[src/ibi_pkg.sv]
package ibi_pkg;

    ////////////////////////////////////////////////////////////
    // Serial block commands
    ////////////////////////////////////////////////////////////

    typedef enum logic [2:0]
    {
        REP_START = 3'd0,
        SERIALIZE = 3'd1,
        STOP      = 3'd2,
        PARITY    = 3'd3,                   // Encoding only, never issued here
        DRIVE_LOW = 3'd4
    } ibi_ser_mode_e;

    typedef enum logic [2:0]
    {
        RX_ACK      = 3'd0,
        DESERIALIZE = 3'd1
    } ibi_rx_mode_e;

    ////////////////////////////////////////////////////////////
    // Control bundles
    ////////////////////////////////////////////////////////////

    typedef struct packed
    {
        logic          tx_en;               // Line driver enable
        logic          pp_od;               // 1 push-pull, 0 open-drain
        ibi_ser_mode_e tx_mode;
    } ibi_tx_ctrl_t;

    typedef struct packed
    {
        logic         rx_en;
        ibi_rx_mode_e rx_mode;
    } ibi_rx_ctrl_t;

    // IBI configuration register, ack_en sits in bit 0
    typedef struct packed
    {
        logic [5:0] rsvd;
        logic       payload_en;             // Read payload after the MDB
        logic       ack_en;                 // Controller ACKs the IBI
    } ibi_cfg_t;

    typedef struct packed
    {
        logic        rd_en;
        logic        wr_en;
        logic [11:0] addr;
    } ibi_regf_req_t;

    typedef enum logic [1:0]
    {
        SEL_HOLD = 2'd0,
        SEL_BCR  = 2'd1,
        SEL_MDB  = 2'd2
    } ibi_regf_sel_e;

    // Register map, BCR at DEF_BCR_BASE + 8 * (dyn addr - DEF_FIRST_TGT_ADDR)
    localparam int DEF_FIRST_TGT_ADDR = 7'h08;
    localparam int DEF_BCR_BASE       = 206;
    localparam int DEF_MDB_ADDR       = 107;

endpackage

[src/ibi_done_align.sv]
`timescale 1ns/1ns

module ibi_done_align
(
    input  logic i_ibi_clk,
    input  logic i_ibi_rst_n,
    input  logic i_ser_mode_done,
    input  logic i_rx_mode_done,
    output logic o_rx_done_d1,
    output logic o_rx_done_d2,
    output logic o_ser_done_pulse
);

    logic ser_done_prev;

    // Two-stage delay of the deserializer done level
    always_ff @(posedge i_ibi_clk or negedge i_ibi_rst_n)
    begin
        if (!i_ibi_rst_n)
        begin
            o_rx_done_d1 <= 1'b0;
            o_rx_done_d2 <= 1'b0;
        end
        else
        begin
            o_rx_done_d1 <= i_rx_mode_done;
            o_rx_done_d2 <= o_rx_done_d1;
        end
    end

    // Rising edge of serializer done, registered
    always_ff @(posedge i_ibi_clk or negedge i_ibi_rst_n)
    begin
        if (!i_ibi_rst_n)
        begin
            ser_done_prev    <= 1'b0;
            o_ser_done_pulse <= 1'b0;
        end
        else
        begin
            ser_done_prev    <= i_ser_mode_done;
            o_ser_done_pulse <= i_ser_mode_done & ~ser_done_prev;
        end
    end

    a_ser_pulse_single: assert property (@(posedge i_ibi_clk) disable iff (!i_ibi_rst_n)
        o_ser_done_pulse |=> !o_ser_done_pulse);

endmodule

[src/ibi_regf_port.sv]
`timescale 1ns/1ns

module ibi_regf_port
#(
    parameter int FIRST_TGT_ADDR = ibi_pkg::DEF_FIRST_TGT_ADDR,
    parameter int BCR_BASE       = ibi_pkg::DEF_BCR_BASE,
    parameter int MDB_ADDR       = ibi_pkg::DEF_MDB_ADDR
)
(
    input  logic                  i_ibi_clk,
    input  logic                  i_ibi_rst_n,
    input  logic [7:0]            i_tgt_address,
    input  ibi_pkg::ibi_regf_sel_e i_regf_sel,
    input  logic                  i_rd_level,
    input  logic                  i_wr_level,
    output ibi_pkg::ibi_regf_req_t o_regf
);

    import ibi_pkg::*;

    logic [6:0]  tgt_index;
    logic [11:0] bcr_addr;
    logic        wr_level_prev;

    ////////////////////////////////////////////////////////////
    // BCR location of the current target
    ////////////////////////////////////////////////////////////

    assign tgt_index = i_tgt_address[7:1] - 7'(FIRST_TGT_ADDR);   // Dynamic address in 7:1
    assign bcr_addr  = 12'(BCR_BASE) + {2'b00, tgt_index, 3'b000}; // Eight registers per target

    ////////////////////////////////////////////////////////////
    // Registered request
    ////////////////////////////////////////////////////////////

    always_ff @(posedge i_ibi_clk or negedge i_ibi_rst_n)
    begin
        if (!i_ibi_rst_n)
        begin
            o_regf        <= '0;
            wr_level_prev <= 1'b0;
        end
        else
        begin
            o_regf.rd_en  <= i_rd_level;
            wr_level_prev <= i_wr_level;
            o_regf.wr_en  <= i_wr_level & ~wr_level_prev;   // One write per level

            case (i_regf_sel)
                SEL_BCR: o_regf.addr <= bcr_addr;
                SEL_MDB: o_regf.addr <= 12'(MDB_ADDR);
                default: o_regf.addr <= o_regf.addr;        // Hold last address
            endcase
        end
    end

    a_wr_single: assert property (@(posedge i_ibi_clk) disable iff (!i_ibi_rst_n)
        o_regf.wr_en |=> !o_regf.wr_en);

endmodule

[src/ibi_fsm.sv]
`timescale 1ns/1ns

module ibi_fsm
(
    input  logic                   i_ibi_clk,
    input  logic                   i_ibi_rst_n,
    input  logic                   i_ibi_en,
    input  logic                   i_scl,
    input  logic                   i_scl_neg_edge,
    input  logic [7:0]             i_bcr_reg,
    input  ibi_pkg::ibi_cfg_t      i_cfg,
    input  logic                   i_payload_done,
    input  logic                   i_ser_mode_done,
    input  logic                   i_rx_done_d1,
    input  logic                   i_rx_done_d2,
    input  logic                   i_ser_done_pulse,
    output ibi_pkg::ibi_tx_ctrl_t  o_tx,
    output ibi_pkg::ibi_rx_ctrl_t  o_rx,
    output ibi_pkg::ibi_regf_sel_e o_regf_sel,
    output logic                   o_rd_level,
    output logic                   o_wr_level,
    output logic                   o_cnt_en,
    output logic                   o_payload_en,
    output logic                   o_ser_rx_tx,
    output logic                   o_done
);

    import ibi_pkg::*;

    typedef enum logic [2:0]
    {
        ST_IDLE,
        ST_ACK,
        ST_NACK,
        ST_MDB,
        ST_MDB_T_BIT,
        ST_PAYLOAD,
        ST_STOP
    } ibi_state_e;

    ibi_state_e state;

    ////////////////////////////////////////////////////////////
    // Register file address select
    ////////////////////////////////////////////////////////////

    // Decoded from the same conditions as the transitions so the port
    // registers the address on the edge that raises rd/wr
    always_comb
    begin
        o_regf_sel = SEL_HOLD;
        if (state == ST_IDLE && i_ibi_en && i_scl_neg_edge && i_cfg.ack_en)
            o_regf_sel = SEL_BCR;
        else if (state == ST_MDB && i_rx_done_d2)
            o_regf_sel = SEL_MDB;
    end

    ////////////////////////////////////////////////////////////
    // Main sequencer
    ////////////////////////////////////////////////////////////

    always_ff @(posedge i_ibi_clk or negedge i_ibi_rst_n)
    begin
        if (!i_ibi_rst_n)
        begin
            state        <= ST_IDLE;
            o_tx         <= '0;
            o_rx         <= '0;
            o_rd_level   <= 1'b0;
            o_wr_level   <= 1'b0;
            o_cnt_en     <= 1'b0;
            o_payload_en <= 1'b0;
            o_ser_rx_tx  <= 1'b0;
            o_done       <= 1'b0;
        end
        else
        begin
            o_done <= 1'b0;                             // Strobe by default
            case (state)
                ST_IDLE:
                begin
                    if (i_ibi_en && i_scl_neg_edge)     // ACK bit starts on SCL fall
                    begin
                        if (i_cfg.ack_en)
                        begin
                            o_rd_level   <= 1'b1;       // Fetch target BCR
                            o_tx.tx_en   <= 1'b1;
                            o_tx.pp_od   <= 1'b0;
                            o_tx.tx_mode <= DRIVE_LOW;  // Open-drain ACK
                            state        <= ST_ACK;
                        end
                        else
                        begin
                            o_tx.tx_en <= 1'b0;         // Leave SDA high for NACK
                            state      <= ST_NACK;
                        end
                    end
                end

                ST_ACK:
                begin
                    if (i_scl)
                    begin
                        if (i_bcr_reg[2])               // Target carries an MDB
                        begin
                            o_rd_level    <= 1'b0;
                            o_tx.tx_en    <= 1'b0;
                            o_tx.pp_od    <= 1'b1;
                            o_rx.rx_en    <= 1'b1;
                            o_rx.rx_mode  <= DESERIALIZE;
                            o_cnt_en      <= 1'b1;
                            state         <= ST_MDB;
                        end
                        else
                            state <= ST_STOP;
                    end
                end

                ST_NACK:
                begin
                    if (i_scl)
                        state <= ST_STOP;
                end

                ST_MDB:
                begin
                    if (i_rx_done_d1)
                        o_wr_level <= 1'b1;             // Store received MDB
                    if (i_rx_done_d2 && !i_scl)
                    begin
                        o_rx.rx_en   <= 1'b0;
                        o_cnt_en     <= 1'b0;
                        o_tx.tx_mode <= DRIVE_LOW;
                        state        <= ST_MDB_T_BIT;
                    end
                end

                ST_MDB_T_BIT:
                begin
                    o_wr_level <= 1'b0;
                    if (i_cfg.payload_en)
                    begin
                        o_payload_en <= 1'b1;           // Hand over to payload reader
                        o_ser_rx_tx  <= 1'b1;
                        state        <= ST_PAYLOAD;
                    end
                    else if (i_scl)
                        state <= ST_STOP;
                end

                ST_PAYLOAD:
                begin
                    if (i_payload_done)
                    begin
                        o_payload_en <= 1'b0;
                        o_ser_rx_tx  <= 1'b0;
                        o_tx         <= '0;
                        o_rx         <= '0;
                        o_rd_level   <= 1'b0;
                        o_done       <= 1'b1;
                        state        <= ST_IDLE;
                    end
                end

                ST_STOP:
                begin
                    if (!i_scl)
                    begin
                        o_tx.tx_en   <= 1'b1;
                        o_tx.tx_mode <= STOP;
                    end
                    // Edge strobe covers a done level that drops before SCL rises
                    else if (i_ser_mode_done || i_ser_done_pulse)
                    begin
                        o_tx       <= '0;
                        o_rx       <= '0;
                        o_rd_level <= 1'b0;
                        o_done     <= 1'b1;
                        state      <= ST_IDLE;
                    end
                end

                default: state <= ST_IDLE;
            endcase
        end
    end

    a_done_single: assert property (@(posedge i_ibi_clk) disable iff (!i_ibi_rst_n)
        o_done |=> !o_done);

    a_tx_rx_excl: assert property (@(posedge i_ibi_clk) disable iff (!i_ibi_rst_n)
        !(o_tx.tx_en && o_rx.rx_en));

endmodule

[src/ibi_top.sv]
`timescale 1ns/1ns

module ibi_top
#(
    parameter int FIRST_TGT_ADDR = ibi_pkg::DEF_FIRST_TGT_ADDR,
    parameter int BCR_BASE       = ibi_pkg::DEF_BCR_BASE,
    parameter int MDB_ADDR       = ibi_pkg::DEF_MDB_ADDR
)
(
    input  logic                   i_ibi_clk,
    input  logic                   i_ibi_rst_n,
    input  logic                   i_ibi_en,
    input  logic                   i_ibi_scl,
    input  logic                   i_ibi_scl_neg_edge,
    input  logic                   i_ibi_payload_done,
    input  logic                   i_ibi_ser_mode_done,
    input  logic                   i_ibi_rx_mode_done,
    input  logic [7:0]             i_ibi_bcr_reg,
    input  ibi_pkg::ibi_cfg_t      i_ibi_cfg,
    input  logic [7:0]             i_ibi_tgt_address,
    output ibi_pkg::ibi_tx_ctrl_t  o_ibi_tx,
    output ibi_pkg::ibi_rx_ctrl_t  o_ibi_rx,
    output ibi_pkg::ibi_regf_req_t o_ibi_regf,
    output logic                   o_ibi_cnt_en,
    output logic                   o_ibi_payload_en,
    output logic                   o_ibi_ser_rx_tx,
    output logic                   o_ibi_done
);

    import ibi_pkg::*;

    logic          rx_done_d1;
    logic          rx_done_d2;
    logic          ser_done_pulse;
    ibi_regf_sel_e regf_sel;
    logic          rd_level;
    logic          wr_level;

    ibi_done_align u_done_align
    (
        .i_ibi_clk        (i_ibi_clk),
        .i_ibi_rst_n      (i_ibi_rst_n),
        .i_ser_mode_done  (i_ibi_ser_mode_done),
        .i_rx_mode_done   (i_ibi_rx_mode_done),
        .o_rx_done_d1     (rx_done_d1),
        .o_rx_done_d2     (rx_done_d2),
        .o_ser_done_pulse (ser_done_pulse)
    );

    ibi_regf_port #(.FIRST_TGT_ADDR(FIRST_TGT_ADDR), .BCR_BASE(BCR_BASE), .MDB_ADDR(MDB_ADDR))
    u_regf_port
    (
        .i_ibi_clk     (i_ibi_clk),
        .i_ibi_rst_n   (i_ibi_rst_n),
        .i_tgt_address (i_ibi_tgt_address),
        .i_regf_sel    (regf_sel),
        .i_rd_level    (rd_level),
        .i_wr_level    (wr_level),
        .o_regf        (o_ibi_regf)
    );

    ibi_fsm u_fsm
    (
        .i_ibi_clk        (i_ibi_clk),
        .i_ibi_rst_n      (i_ibi_rst_n),
        .i_ibi_en         (i_ibi_en),
        .i_scl            (i_ibi_scl),
        .i_scl_neg_edge   (i_ibi_scl_neg_edge),
        .i_bcr_reg        (i_ibi_bcr_reg),
        .i_cfg            (i_ibi_cfg),
        .i_payload_done   (i_ibi_payload_done),
        .i_ser_mode_done  (i_ibi_ser_mode_done),
        .i_rx_done_d1     (rx_done_d1),
        .i_rx_done_d2     (rx_done_d2),
        .i_ser_done_pulse (ser_done_pulse),
        .o_tx             (o_ibi_tx),
        .o_rx             (o_ibi_rx),
        .o_regf_sel       (regf_sel),
        .o_rd_level       (rd_level),
        .o_wr_level       (wr_level),
        .o_cnt_en         (o_ibi_cnt_en),
        .o_payload_en     (o_ibi_payload_en),
        .o_ser_rx_tx      (o_ibi_ser_rx_tx),
        .o_done           (o_ibi_done)
    );

endmodule

[config.mk]
export PLATFORM = sky130hd
export DESIGN_NAME = ibi_top
export DESIGN_NICKNAME = d
export VERILOG_FILES = /design/src/ibi_pkg.sv /design/src/ibi_done_align.sv /design/src/ibi_regf_port.sv /design/src/ibi_fsm.sv /design/src/ibi_top.sv
export SDC_FILE = /design/constraint.sdc
export NUM_CORES = 1
export LEC_CHECK = 0
export ABC_AREA = 1
export BUFFER_PORTS_ARGS = -buffer_cell sky130_fd_sc_hd__buf_2
export CAP_MARGIN = 20
export CORE_ASPECT_RATIO = 1.1
export CORE_MARGIN = 5
export CORE_UTILIZATION = 45
export DETAILED_ROUTE_END_ITERATION = 10
export PLACE_DENSITY = 0.84
export SETUP_SLACK_MARGIN = 0.2
export SLEW_MARGIN = 25
export SYNTH_ARGS = -nofsm -noshare
export SYNTH_HDL_FRONTEND = slang
export SYNTH_SLANG_ARGS = --single-unit
[constraint.sdc]
create_clock -name i_ibi_clk -period 3.03 [get_ports i_ibi_clk]
set_clock_uncertainty 0.15 [all_clocks]
set_input_delay 0.303 -clock i_ibi_clk [delete_from_list [all_inputs] [get_ports i_ibi_clk]]
set_output_delay 0.303 -clock i_ibi_clk [all_outputs]
set_load 0.005 [all_outputs]
* Yosys cells after proc, flatten, opt, wreduce, memory -nomap -nowiden
Cells that the tools add are included.
** Storage, ports and cells
- Register bits after elaboration :: 36
- Bits of input ports :: 32
- Output and inout bits :: 27
- Logic and storage cells :: 123
** Cells by class
- $add $sub $neg :: 2
- Eq/ne operators :: 19
- Muxes and demuxes :: 53
- Bitwise logic cells :: 4
- Reduce and logical (&&, ||, !) cells :: 26
** Operators by type and width (count)
- $mux W3 :: 10
- $mux W4 :: 6
- $pmux W12 S2 :: 1
- $reduce_and A6 Y1 :: 4
- $pmux W3 S7 :: 1
- $mux W1 :: 18
- $ne A2 B2 Y1 const B :: 9
- $mux W5 :: 3
- $pmux W3 S4 :: 1
- $reduce_bool A4 Y1 :: 3
- $add A8 B10 Y11 const A :: 1
- $mux W2 :: 5
- $eq A3 B3 Y1 const B :: 3
- $pmux W3 S3 :: 1
- $pmux W1 S2 :: 4
- $pmux W1 S4 :: 2
- $pmux W2 S4 :: 1
- $reduce_and A8 Y1 :: 1
- $reduce_bool A2 Y1 :: 4
- $reduce_and A7 Y1 :: 1
- $sub A7 B4 Y7 const B :: 1
- $eq A3 B2 Y1 const B :: 2
- $logic_and A1 B1 Y1 :: 6
- $reduce_and A4 Y1 :: 1
- other kinds (13) :: 15

* Depth between registers and ports, before layout
Gate-level depths: netlist of the first run.
- Depth in word-level cells :: 7
- Depth in mapped cells :: 10
- Gate-level depth less buffers :: 9

* Cells and area by module
Synthesis of the first run repeated with hierarchy kept, for this count alone.
** Second synthesis, totals
- Cells, all modules :: 227
- Area, all modules :: 1828.0 sq um
** Modules (own cells, without submodules)
- ibi_fsm :: times used 1, cells each 137, area an instance 989.7 sq um, seq. area each 350.3 sq um
- ibi_regf_port :: times used 1, cells each 84, area an instance 728.2 sq um, seq. area each 350.3 sq um
- ibi_done_align :: times used 1, cells each 6, area an instance 110.1 sq um, seq. area each 100.1 sq um

* Worst setup path after synthesis of the first run
Ideal clock, no wire load.
- Path type :: register -> register
- From :: reg u_fsm.state[0]
- To :: reg u_fsm.state[1]
- Library setup time :: 117 ps
- Arrival time :: 1102 ps
- Required time :: 2763 ps
- Setup slack :: 1661 ps
- Stages on the path, launching flop included :: 10
- Buffers on the path :: 1
- Clock period less this slack :: 1369 ps
- Cell sequence :: dfrtp_1 > buf_6 > inv_2 > nor2_1 > nand3_1 > nand2_1 > nor2_2 > nand2_2 > nand2_1 > nand2_1
** Between the ends
- Longest elaborated chain between the ends :: 3
- Elaborated cells on any way between the ends :: 15
- Classes of those cells :: eq/ne (12); mux (1); reduce/logical (2)
** RTL lines
- start: declaration :: RTL line ibi_fsm.sv:41 : ibi_state_e state;
- start signal: assignment :: RTL line ibi_fsm.sv:66 : state <= ST_IDLE;
- start signal: assignment :: RTL line ibi_fsm.sv:90 : state <= ST_ACK;
- start signal: assignment :: RTL line ibi_fsm.sv:95 : state <= ST_NACK;
- $eq A3 B2 Y1 (tied with other cells) :: RTL line ibi_fsm.sv:79 : case (state)
- $ne A2 B2 Y1 (no source line) or $ne A2 B1 Y1 (tied branches)
- $reduce_and A6 Y1 (no source line)
Parallel ways exist; a longest one is shown, timed or not.
A chain may end at the register's enable or synchronous reset.

* Final worst setup path of the first run
- From :: reg u_fsm.state[1]
- To :: reg u_fsm.o_tx[3] in the netlist's numbering
** Between the ends
- Longest elaborated chain between the ends :: 3
- Elaborated cells on any way between the ends :: 14
- Classes of those cells :: eq/ne (10); mux (1); reduce/logical (3)
** RTL lines
- $eq A3 B3 Y1 (tied with other cells) :: RTL line ibi_fsm.sv:79
- $ne A2 B1 Y1 (no source line) (tied with other cells)
- $reduce_and A8 Y1 (no source line)
- end: declaration :: RTL line ibi_fsm.sv:17 : output ibi_pkg::ibi_tx_ctrl_t o_tx,
Parallel ways exist; a longest one is shown, timed or not.

==> results.sh, run 1 <==
export IMPL_clock_sinks=32
export IMPL_wl_met2_mm=1.75
export IMPL_fin_ws_ns=1.27
export IMPL_worst_pin_slew_ns=0.689
export IMPL_cp_cell_sequence="inv_2 -> nand2_1 -> nor2_2 -> nand2_2 -> nand2_1 -> nor2_1 -> nand2_1 -> nand2_1 -> nand2_1"
export IMPL_final_util_pct=56.6
export IMPL_period_share_pct=58.1
export IMPL_peakVddDrop_uv=391
export IMPL_cts_clk_slew_worst_paths_ns=0.06
export IMPL_wire_per_inst_um=11.6
export IMPL_die_area_sq_um=5250
export IMPL_grt_antenna_before_repair=0
export IMPL_cp_end_kind="flip-flop"
export IMPL_clock_fmax_mhz=568
export IMPL_syn_to_final_growth_pct=19.6
export IMPL_n_antenna_cell=0
export IMPL_cp_arrival_ns=1.77
export IMPL_drv_cap=0
export IMPL_layout_common_cells="64 x nand2_1, 40 x buf_2, 32 x dfrtp_1"
export IMPL_drc_errors=0
export IMPL_slowest_stage="dfrtp_1"
export IMPL_initial_core_util_pct=47.3
export IMPL_slowest_delay_ns=0.63
export IMPL_synth_area_sq_um=1760
export IMPL_grt_max_degree=33
export IMPL_vias=1489
export IMPL_cp_required_ns=3.04
export IMPL_p_leak_nw=1.20
export IMPL_dp_worst_setup_slack_ns=1.30
export IMPL_crit_family="simple AND/OR/NAND/NOR gates"
export IMPL_drive_gt1_share_pct=24.7
export IMPL_routed_wl_met3_um=337
export IMPL_clkLatencyLatePin_ns=0.28
export IMPL_dpl_cell_area_sq_um=1960
export IMPL_synth_seq_cells=32
export IMPL_synthDistinctLibCells=25
export IMPL_routed_top_layer="met4"
export IMPL_place_gp_congestion=0.899
export IMPL_tritoncts="yes"
export IMPL_cts_root_buffer="clkbuf_8"
export IMPL_tns_ns=0
export IMPL_post_cts_buffers=0
export IMPL_die_x_um=69.6
export IMPL_avgViaCountPerCell=4.76
export IMPL_grt_pass1_vias=1472
export IMPL_h_tree_depth=2
export IMPL_cp_start_kind="flip-flop"
export IMPL_rsz0062_at_grt="false"
export IMPL_dpl_hpwl_mm=2.87
export IMPL_overflow=0
export IMPL_m1WireLength_mm=1.51
export IMPL_worstSetupPathType="flip-flop to flip-flop"
export IMPL_min_period_ns=1.76
export IMPL_setup_violations_final=0
export IMPL_cp_num_buf_inv=1
export IMPL_routed_wl_mm=3.65
export IMPL_num_rows=23
export IMPL_final_common_cell="nand2_1"
export IMPL_die_height_um=75.5
export IMPL_antenna_left=0
export IMPL_outcome="complete, no violations"
export IMPL_yosysWarnings=0
export IMPL_cts_buffer_depth=2
export IMPL_finalHoldViolCount=0
export IMPL_io_pins=59
export IMPL_hold_class="primary input to flip-flop"
export IMPL_yosysSeqAreaShare_pct=45.6
export IMPL_cts_resized=0
export IMPL_grt_util_all_layers_pct=15.7
export IMPL_power_density_nw_per_um2=881
export IMPL_grt_pass1_wl_mm=6.53
export IMPL_coreArea_sq_um=3710
export IMPL_numCtsBuffers=5
export IMPL_critPathMaxFanout=10
export IMPL_drt_iter0_drc=111
export IMPL_slew_headroom_pct=54.1
export IMPL_avgSynthCellArea_sq_um=8.10
export IMPL_syn_inst=217
export IMPL_nets=298
export IMPL_io_buffers=40
export IMPL_first_pass_iters=4
export IMPL_design_area_sq_um=2100
export IMPL_path_common_cell="nand2_1"
export IMPL_finalMaxSlewViolations=0
-- stage by stage --
stage	cells	power, mW	hold WS (ns)
6_report	313	1.85	0.0756
5_1_grt	313	2.05	0.0721
4_1_cts	313	1.88	0.0620
3_5_place_dp	302	1.47	0.215
3_3_place_gp	302	1.45	0.208
2_1_floorplan	220	1.25	-0.143
-- final cells by class --
class	count	area, sq um
fillers	360	1610
well taps	50	62.6
clock inverters	2	35.0
inverters	26	103
repair buffers	43	230
multi-input cells	154	797
flip-flops and latches	32	801
clock buffers	6	72.6
-- repair_timing --
action / CTS / global route
endpoints found under the setup margin: 0 / 0
hold endpoints to repair: 34 / 0
hold buffers: 3 / 0
-- power breakdown --
group          switching (mW)  internal [mW]  total [mW]
Clock                   0.148          0.244       0.392
Combinational           0.437          0.302       0.739
Sequential              0.132          0.586       0.719
-- path summary, 6_finish.rpt --
| kind | slack (ns) | start | cells past startpoint | end |
|---|---|---|---|---|
| setup / recovery | 1.27 | u_fsm.state[1] | 9 | u_fsm.o_tx[3] |
| hold / removal | 0.08 | i_ibi_tgt_address[1] | 2 | u_regf_port.o_regf[3] |
| setup reg to reg | 1.27 | u_fsm.state[1] | 9 | u_fsm.o_tx[3] |
| hold reg to reg | 0.23 | u_fsm.o_rd_level | 0 | u_regf_port.o_regf[13] |
| max in group asynchronous | 1.83 | i_ibi_rst_n | 2 | u_fsm.o_tx[2] |
| min in group asynchronous | 0.44 | i_ibi_rst_n | 2 | u_fsm.state[0] |
-- cell usage after synthesis --
cell,number,area share (%)
nand3_2,3,1.7
nand2_2,3,1.1
nor2_8,2,2.3
xor2_1,4,2.0
nor2_1,17,3.6
o21ai_0,11,3.1
xnor2_1,2,1.0
a21oi_1,6,1.7
o211ai_1,2,0.85
dfrtp_1,32,46
nand3_4,1,1.0
nand4_1,2,0.71
conb_1,1,0.21
nor2_2,3,1.1
buf_4,6,2.6
buf_6,2,1.3
or2_2,1,0.36
nand2_1,64,14
nand2_4,1,0.64
inv_4,2,0.71
inv_2,2,0.43
nand3_1,22,6.3
ha_1,4,2.8
nor3_1,2,0.57
inv_1,22,4.7
-- registers in the layout (all words and copies together), names as in the netlist --
| register | flops |
|---|---|
| u_done_align.o_ser_done_pulse | 1 |
| u_fsm.o_rx | 2 |
| u_done_align.o_rx_done_d1 | 1 |
| u_done_align.ser_done_prev | 1 |
| u_done_align.o_rx_done_d2 | 1 |
| u_regf_port.o_regf | 13 |
| u_regf_port.wr_level_prev | 1 |
| u_fsm.o_rd_level | 1 |
| u_fsm.state | 3 |
| u_fsm.o_tx | 4 |
| u_fsm.o_done | 1 |
| u_fsm.o_cnt_en | 1 |
| u_fsm.o_wr_level | 1 |
| u_fsm.o_payload_en | 1 |
-- metal layers --
metal / up-vias / global-route usage, %
met4: 0 / 4.56
li1: 765 / -
met1: 666 / 18.5
met2: 53 / 27.9
met5: - / 0
met3: 5 / 5.15
-- cells by family (layout without fill, tap and decap cells) --
family                     after synthesis  in the layout  share of synthesized area (%)
DFF                                     32             32                           45.6
AOI/OAI and AO/OA                       19             19                           5.70
adders and majority gates                4              4                           2.85
xor gates and xnor gates                 6              6                           2.99
buffers and inverters                   34             77                           9.69
and+or+nand+nor                        121            121                           33.0
other                                    1              4                          0.213
(Power assumes the default switching activity.)
==> run 2, diff against run 1 <==
- PLACE_DENSITY: 0.84 -> 0.86
- clock period: 3.03 -> 1.5 ns (I/O delays scaled with it)
==> run 2 against run 1 <==
Compared with the run above: clock power increased by 83%; maximum frequency increased by 10%; non-clock buffer count increased by 37; sequential power increased by 100%; via count increased by 19%; the run now ends with negative setup slack left.
==> results.sh, run 2 (synthesis gave the netlist of run 1 again) <==
export IMPL_outcome="finished, violations left"
export IMPL_violations="negative setup slack"
export IMPL_path_common_cell="nand2_1"
export IMPL_dpl_hpwl_mm=3.02
export IMPL_num_rows=23
export IMPL_fill_cells=268
export IMPL_drv_cap=0
export IMPL_h_tree_depth=2
export IMPL_avgViaCountPerCell=5.08
export IMPL_rr_worst_depth=8
export IMPL_cp_end_kind="flip-flop"
export IMPL_peakVddDrop_uv=882
export IMPL_grt_antenna_before_repair=0
export IMPL_regMostFlops="u_regf_port.o_regf"
export IMPL_ff2ff_setup_slack_ns=-0.1
export IMPL_grt_max_degree=33
export IMPL_io_buffers=40
export IMPL_largest_register_ffs=13
export IMPL_die_x_um=69.6
export IMPL_cp_arrival_ns=1.62
export IMPL_busiest_layer="met2"
export IMPL_tritoncts="yes"
export IMPL_n_antenna_cell=0
export IMPL_final_common_cell="nand2_1"
export IMPL_reg_top3="u_regf_port.o_regf x13, u_fsm.o_tx x4, u_fsm.state x3"
export IMPL_drc_errors=0
export IMPL_grt_use_met2_pct=34.3
export IMPL_hold_class="primary input to flip-flop"
export IMPL_clock_fmax_mhz=625
export IMPL_numCtsBuffers=5
export IMPL_finalHoldViolCount=0
export IMPL_drt_iter0_drc=121
export IMPL_critPathMaxFanout=8
export IMPL_finalMaxSlewViolations=0
export IMPL_place_gp_congestion=0.859
export IMPL_fin_total_pwr_mw=4.83
export IMPL_cts_clk_slew_worst_paths_ns=0.07
export IMPL_cts_buffer_depth=2
export IMPL_crit_family="flip-flops"
export IMPL_worstSetupPathType="flip-flop to flip-flop"
export IMPL_tns_ns=-0.499
export IMPL_slowest_delay_ns=0.52
export IMPL_critPathLaunch="u_fsm.state[2]"
export IMPL_cp_num_buf_inv=3
export IMPL_worstReg2RegEnd="u_fsm.o_tx[4]"
export IMPL_power_density_nw_per_um2=1830
export IMPL_min_period_ns=1.60
export IMPL_rsz0062_at_grt="true"
export IMPL_drive_gt1_share_pct=49.0
export IMPL_wire_per_inst_um=14.9
export IMPL_met3_usage_pct=5.15
export IMPL_io_pins=59
export IMPL_grt_use_met1_pct=18.9
export IMPL_cp_required_ns=1.52
export IMPL_vias=1777
export IMPL_setup_violations_final=19
export IMPL_cts_root_buffer="clkbuf_8"
export IMPL_coreArea_sq_um=3710
export IMPL_first_pass_iters=4
export IMPL_crit_end="u_fsm.o_tx[4]"
export IMPL_r2r_start="u_fsm.state[2]"
export IMPL_p_leak_nw=1.43
export IMPL_cp_start_kind="flip-flop"
export IMPL_fin_ws_ns=-0.0996
export IMPL_die_height_um=75.5
export IMPL_die_area_sq_um=5250
export IMPL_layout_common_cells="46 x nand2_1, 40 x buf_2, 30 x dfrtp_1"
export IMPL_period_share_pct=107
export IMPL_final_util_pct=71.3
export IMPL_grt_pass1_wl_mm=7.61
export IMPL_antenna_left=0
export IMPL_syn_to_final_growth_pct=50.6
export IMPL_cp_cell_sequence="buf_6 -> buf_6 -> nand3_4 -> nand3_2 -> inv_1 -> nand2_1 -> nand2_1 -> nand2_1"
export IMPL_slowest_stage="dfrtp_2"
export IMPL_clkLatencyLatePin_ns=0.28
export IMPL_grt_util_all_layers_pct=18.5
export IMPL_routed_wl_mm=5.23
export IMPL_clock_sinks=32
export IMPL_initial_core_util_pct=47.3
export IMPL_grt_pass1_vias=1772
export IMPL_nets=336
export IMPL_cp_depth=8
export IMPL_overflow=0
[run 2: cell count changes in the layout (fill, tap and decap cells not counted), sizes merged]
cell	before	now
bufinv	1	0
dlygate4sd3	3	5
clkbuf	6	7
buf	40	75
[run 2: power by group]
group	switching, mW	total, mW	leakage, nW	internal, mW
Clock	0.308	0.716	0.0503	0.408
Combinational	1.46	2.66	0.986	1.20
Sequential	0.263	1.45	0.392	1.19
[run 2: worst min path at each step]
| stage | start | end | depth (start not counted) | slack [ns] |
|---|---|---|---|---|
| floorplan | i_ibi_rst_n | u_done_align.o_rx_done_d1 | 0 | -0.30 |
| global placement | i_ibi_rst_n | u_fsm.state[2] | 2 | 0.04 |
| detailed placement | i_ibi_rst_n | u_fsm.state[2] | 2 | 0.05 |
| CTS | i_ibi_cfg[1] | u_fsm.o_payload_en | 3 | 0.004 |
| global route | i_ibi_cfg[1] | u_fsm.o_payload_en | 3 | 0.02 |
| finish | i_ibi_cfg[1] | u_fsm.o_payload_en | 3 | 0.03 |
[run 2: repair_timing]
action / in CTS / in global routing
endpoints found under the setup margin: 25 / 25
hold buffers: 5 / 0
pin swaps: 16 / 17
cloned: 1 / 0
resized for setup: 37 / 38
buffers inserted: 8 / 9
hold endpoints to repair: 36 / 0
[run 2: metal layers]
| metal | part of all wire [%] | wire (um) | vias to the layer above |
|---|---|---|---|
| li1 | - | - | 840 |
| met1 | 36 | 1860 | 837 |
| met2 | 54 | 2800 | 78 |
| met3 | 6.8 | 355 | 22 |
| met4 | 4.0 | 211 | 0 |
| met5 | 0 | 0 | - |
[run 2: worst min-delay path: cells and delay by family]
family,cells,cell delay (ns)
buffers and inverters,2,0.19
AO/OA/AOI/OAI,1,0.07
[run 2: final cells by class]
class                   count  area, sq um  share of cell area, %
inverters                  26          113                   4.26
flip-flops and latches     32          803                   30.4
repair inverters            1         3.75                  0.142
multi-input cells         154         1020                   38.4
clock buffers               7         96.3                   3.64
repair buffers             80          551                   20.8
well taps                  50         62.6                   2.36
[run 2: metrics by stage]
| step | instance area (sq um) | setup slack (ns) | hold slack, ns | instances |
|---|---|---|---|---|
| 6_report | 2650 | -0.0996 | 0.0271 | 350 |
| 3_5_place_dp | 2120 | -0.130 | 0.0478 | 320 |
| 5_1_grt | 2650 | -0.146 | 0.0249 | 350 |
| 2_1_floorplan | 1790 | 0.146 | -0.296 | 220 |
| 4_1_cts | 2450 | 0.0294 | 0.00442 | 341 |
| 3_3_place_gp | 2120 | -0.0823 | 0.0401 | 320 |
==> run 3, diff against run 2 <==
- CORE_ASPECT_RATIO: 1.1 -> not set
==> run 3 against run 2 <==
Compared with the run above: the flow still finishes with violations (negative setup slack); design area is 0.90% lower; clock power increased by 27%; core utilization is 0.71 points lower; power about the same; highest routed layer unchanged; critical path type unchanged; sequential share of layout area rose by 0.32 points; worst setup slack better by 0.042 ns; combinational power decreased by 7%; final cell count is 2.6% lower; global-route usage increased by 0.16 points; via count decreased by 5.0%; first-iteration DRC count down 16%; wire length decreased by 8.9%.
==> results.sh, run 3 (synthesis gave the netlist of run 1 again) <==
export IMPL_avgViaCountPerCell=4.95
export IMPL_violations="negative setup slack"
export IMPL_period_share_pct=104
export IMPL_drc_errors=0
export IMPL_grt_max_degree=33
export IMPL_die_area_sq_um=5250
export IMPL_hold_class="primary input to flip-flop"
export IMPL_cts_buffer_depth=2
export IMPL_routed_wl_met3_um=288
export IMPL_cp_start_kind="flip-flop"
export IMPL_grt_pass1_wl_mm=7.73
export IMPL_peakVddDrop_uv=1190
export IMPL_final_util_pct=70.6
export IMPL_io_buffers=40
export IMPL_coreArea_sq_um=3720
export IMPL_critPathLaunch="u_fsm.state[0]"
export IMPL_numCtsBuffers=5
export IMPL_first_pass_iters=4
export IMPL_routed_wl_mm=4.77
export IMPL_syn_to_final_growth_pct=49.3
export IMPL_place_inst=319
export IMPL_power_density_nw_per_um2=1840
export IMPL_cts_clk_slew_worst_paths_ns=0.08
export IMPL_wl_met2_mm=2.61
export IMPL_dpl_hpwl_mm=3.20
export IMPL_p_leak_nw=1.43
export IMPL_num_rows=22
export IMPL_clkLatencyLatePin_ns=0.29
export IMPL_antenna_left=0
export IMPL_cp_end_kind="flip-flop"
export IMPL_finalHoldViolCount=0
export IMPL_io_pins=59
export IMPL_regMostFlops="u_regf_port.o_regf"
export IMPL_grt_antenna_before_repair=0
export IMPL_reg_top3="u_regf_port.o_regf x13, u_fsm.o_tx x4, u_fsm.state x3"
export IMPL_initial_core_util_pct=47.3
export IMPL_worstSetupPathType="flip-flop to flip-flop"
export IMPL_dp_worst_setup_slack_ns=-0.111
export IMPL_overflow=0
export IMPL_fin_ws_ns=-0.0578
export IMPL_die_x_um=72.5
export IMPL_tritoncts="yes"
export IMPL_layout_common_cells="45 x nand2_1, 40 x buf_2, 29 x dfrtp_1"
export IMPL_place_gp_congestion=0.880
export IMPL_min_from="i_ibi_cfg[1]"
export IMPL_nets=328
export IMPL_setup_violations_final=13
export IMPL_cp_required_ns=1.58
export IMPL_finalMaxSlewViolations=0
export IMPL_r2r_start="u_fsm.state[0]"
export IMPL_clock_fmax_mhz=642
export IMPL_drv_cap=0
export IMPL_routed_top_layer="met4"
export IMPL_n_antenna_cell=0
export IMPL_final_common_cell="nand2_1"
export IMPL_cp_arrival_ns=1.64
export IMPL_h_tree_depth=2
export IMPL_rsz0062_at_grt="true"
export IMPL_critPathMaxFanout=7
export IMPL_clock_sinks=32
export IMPL_grt_pass1_vias=1765
export IMPL_m1WireLength_mm=1.85
export IMPL_cts_root_buffer="clkbuf_8"
export IMPL_drive_gt1_share_pct=46.4
export IMPL_vias=1689
export IMPL_drt_iter0_drc=102
export IMPL_grt_util_all_layers_pct=18.7
export IMPL_min_period_ns=1.56
export IMPL_largest_register_ffs=13
export IMPL_die_height_um=72.5
export IMPL_outcome="finished, violations left"
export IMPL_wire_per_inst_um=14.0
export IMPL_finalNonFillerCells=341
-- run 3: changes by cell type in the layout (fill, tap and decap cells not counted), sizes merged --
cell / before / now
bufinv: 0 / 1
clkinv: 1 / 0
buf: 75 / 69
dlygate4sd3: 5 / 4
-- run 3: worst paths after layout --
check | endpoint | slack, ns | cells after the start
worst max-delay path | u_fsm.state[1] | -0.06 | 8
worst min-delay path | u_fsm.o_payload_en | 0.006 | 3
worst max register to register | u_fsm.state[1] | -0.06 | 8
worst min register to register | u_done_align.o_ser_done_pulse | 0.23 | 1
max in group asynchronous | u_regf_port.o_regf[13] | 0.83 | 3
min in group asynchronous | u_fsm.o_tx[1] | 0.19 | 3
-- run 3: stage by stage --
stage | hold WS (ns) | TNS [ns] | power, mW | cell area (sq um)
detailed placement | -0.0309 | -1.27 | 3.28 | 2140
global placement | -0.0340 | -0.847 | 3.22 | 2140
global route | 0.0414 | -1.60 | 5.19 | 2620
floorplan | -0.296 | 0 | 2.59 | 1790
CTS | 0.0105 | 0 | 4.52 | 2480
finish | 0.00629 | -0.430 | 4.83 | 2620
-- run 3: power by group --
part           internal [mW]  switching [mW]  leakage [nW]
sequential              1.19           0.251         0.391
clock                  0.586           0.324        0.0645
combinational           1.13            1.34         0.972
-- run 3: final cells by class --
type	count	area, sq um
Clock inverter	1	30.0
Tap cell	48	60.1
Timing Repair Buffer	73	512
Inverter	26	115
Fill cell	282	1090
Clock buffer	7	96.3
Multi-Input combinational cell	154	1000
Sequential cell	32	805
-- run 3: what timing repair did --
action	4_1_cts	5_1_grt
pin swaps	16	20
hold buffers	4	0
endpoints found under the setup margin	25	25
gates cloned	0	0
endpoints found under the hold margin	36	0
buffers inserted	6	4
resized for setup	38	34
-- run 3: critical path, stage by stage, from the launching register on --
cell and delay, ns:
dfrtp_2 0.53, inv_4 0.09, nor2_4 0.17, nand3_2 0.15, nand2_2 0.13, nor2_4 0.05, nand2_2 0.08, nand2_1 0.06
nand2_1 0.07
-- run 3: layer usage --
metal	global-route usage, %	vias up
li1	-	828
met1	20.8	810
met2	34.2	47
met3	5.54	4
met4	5.74	0
met5	0	-
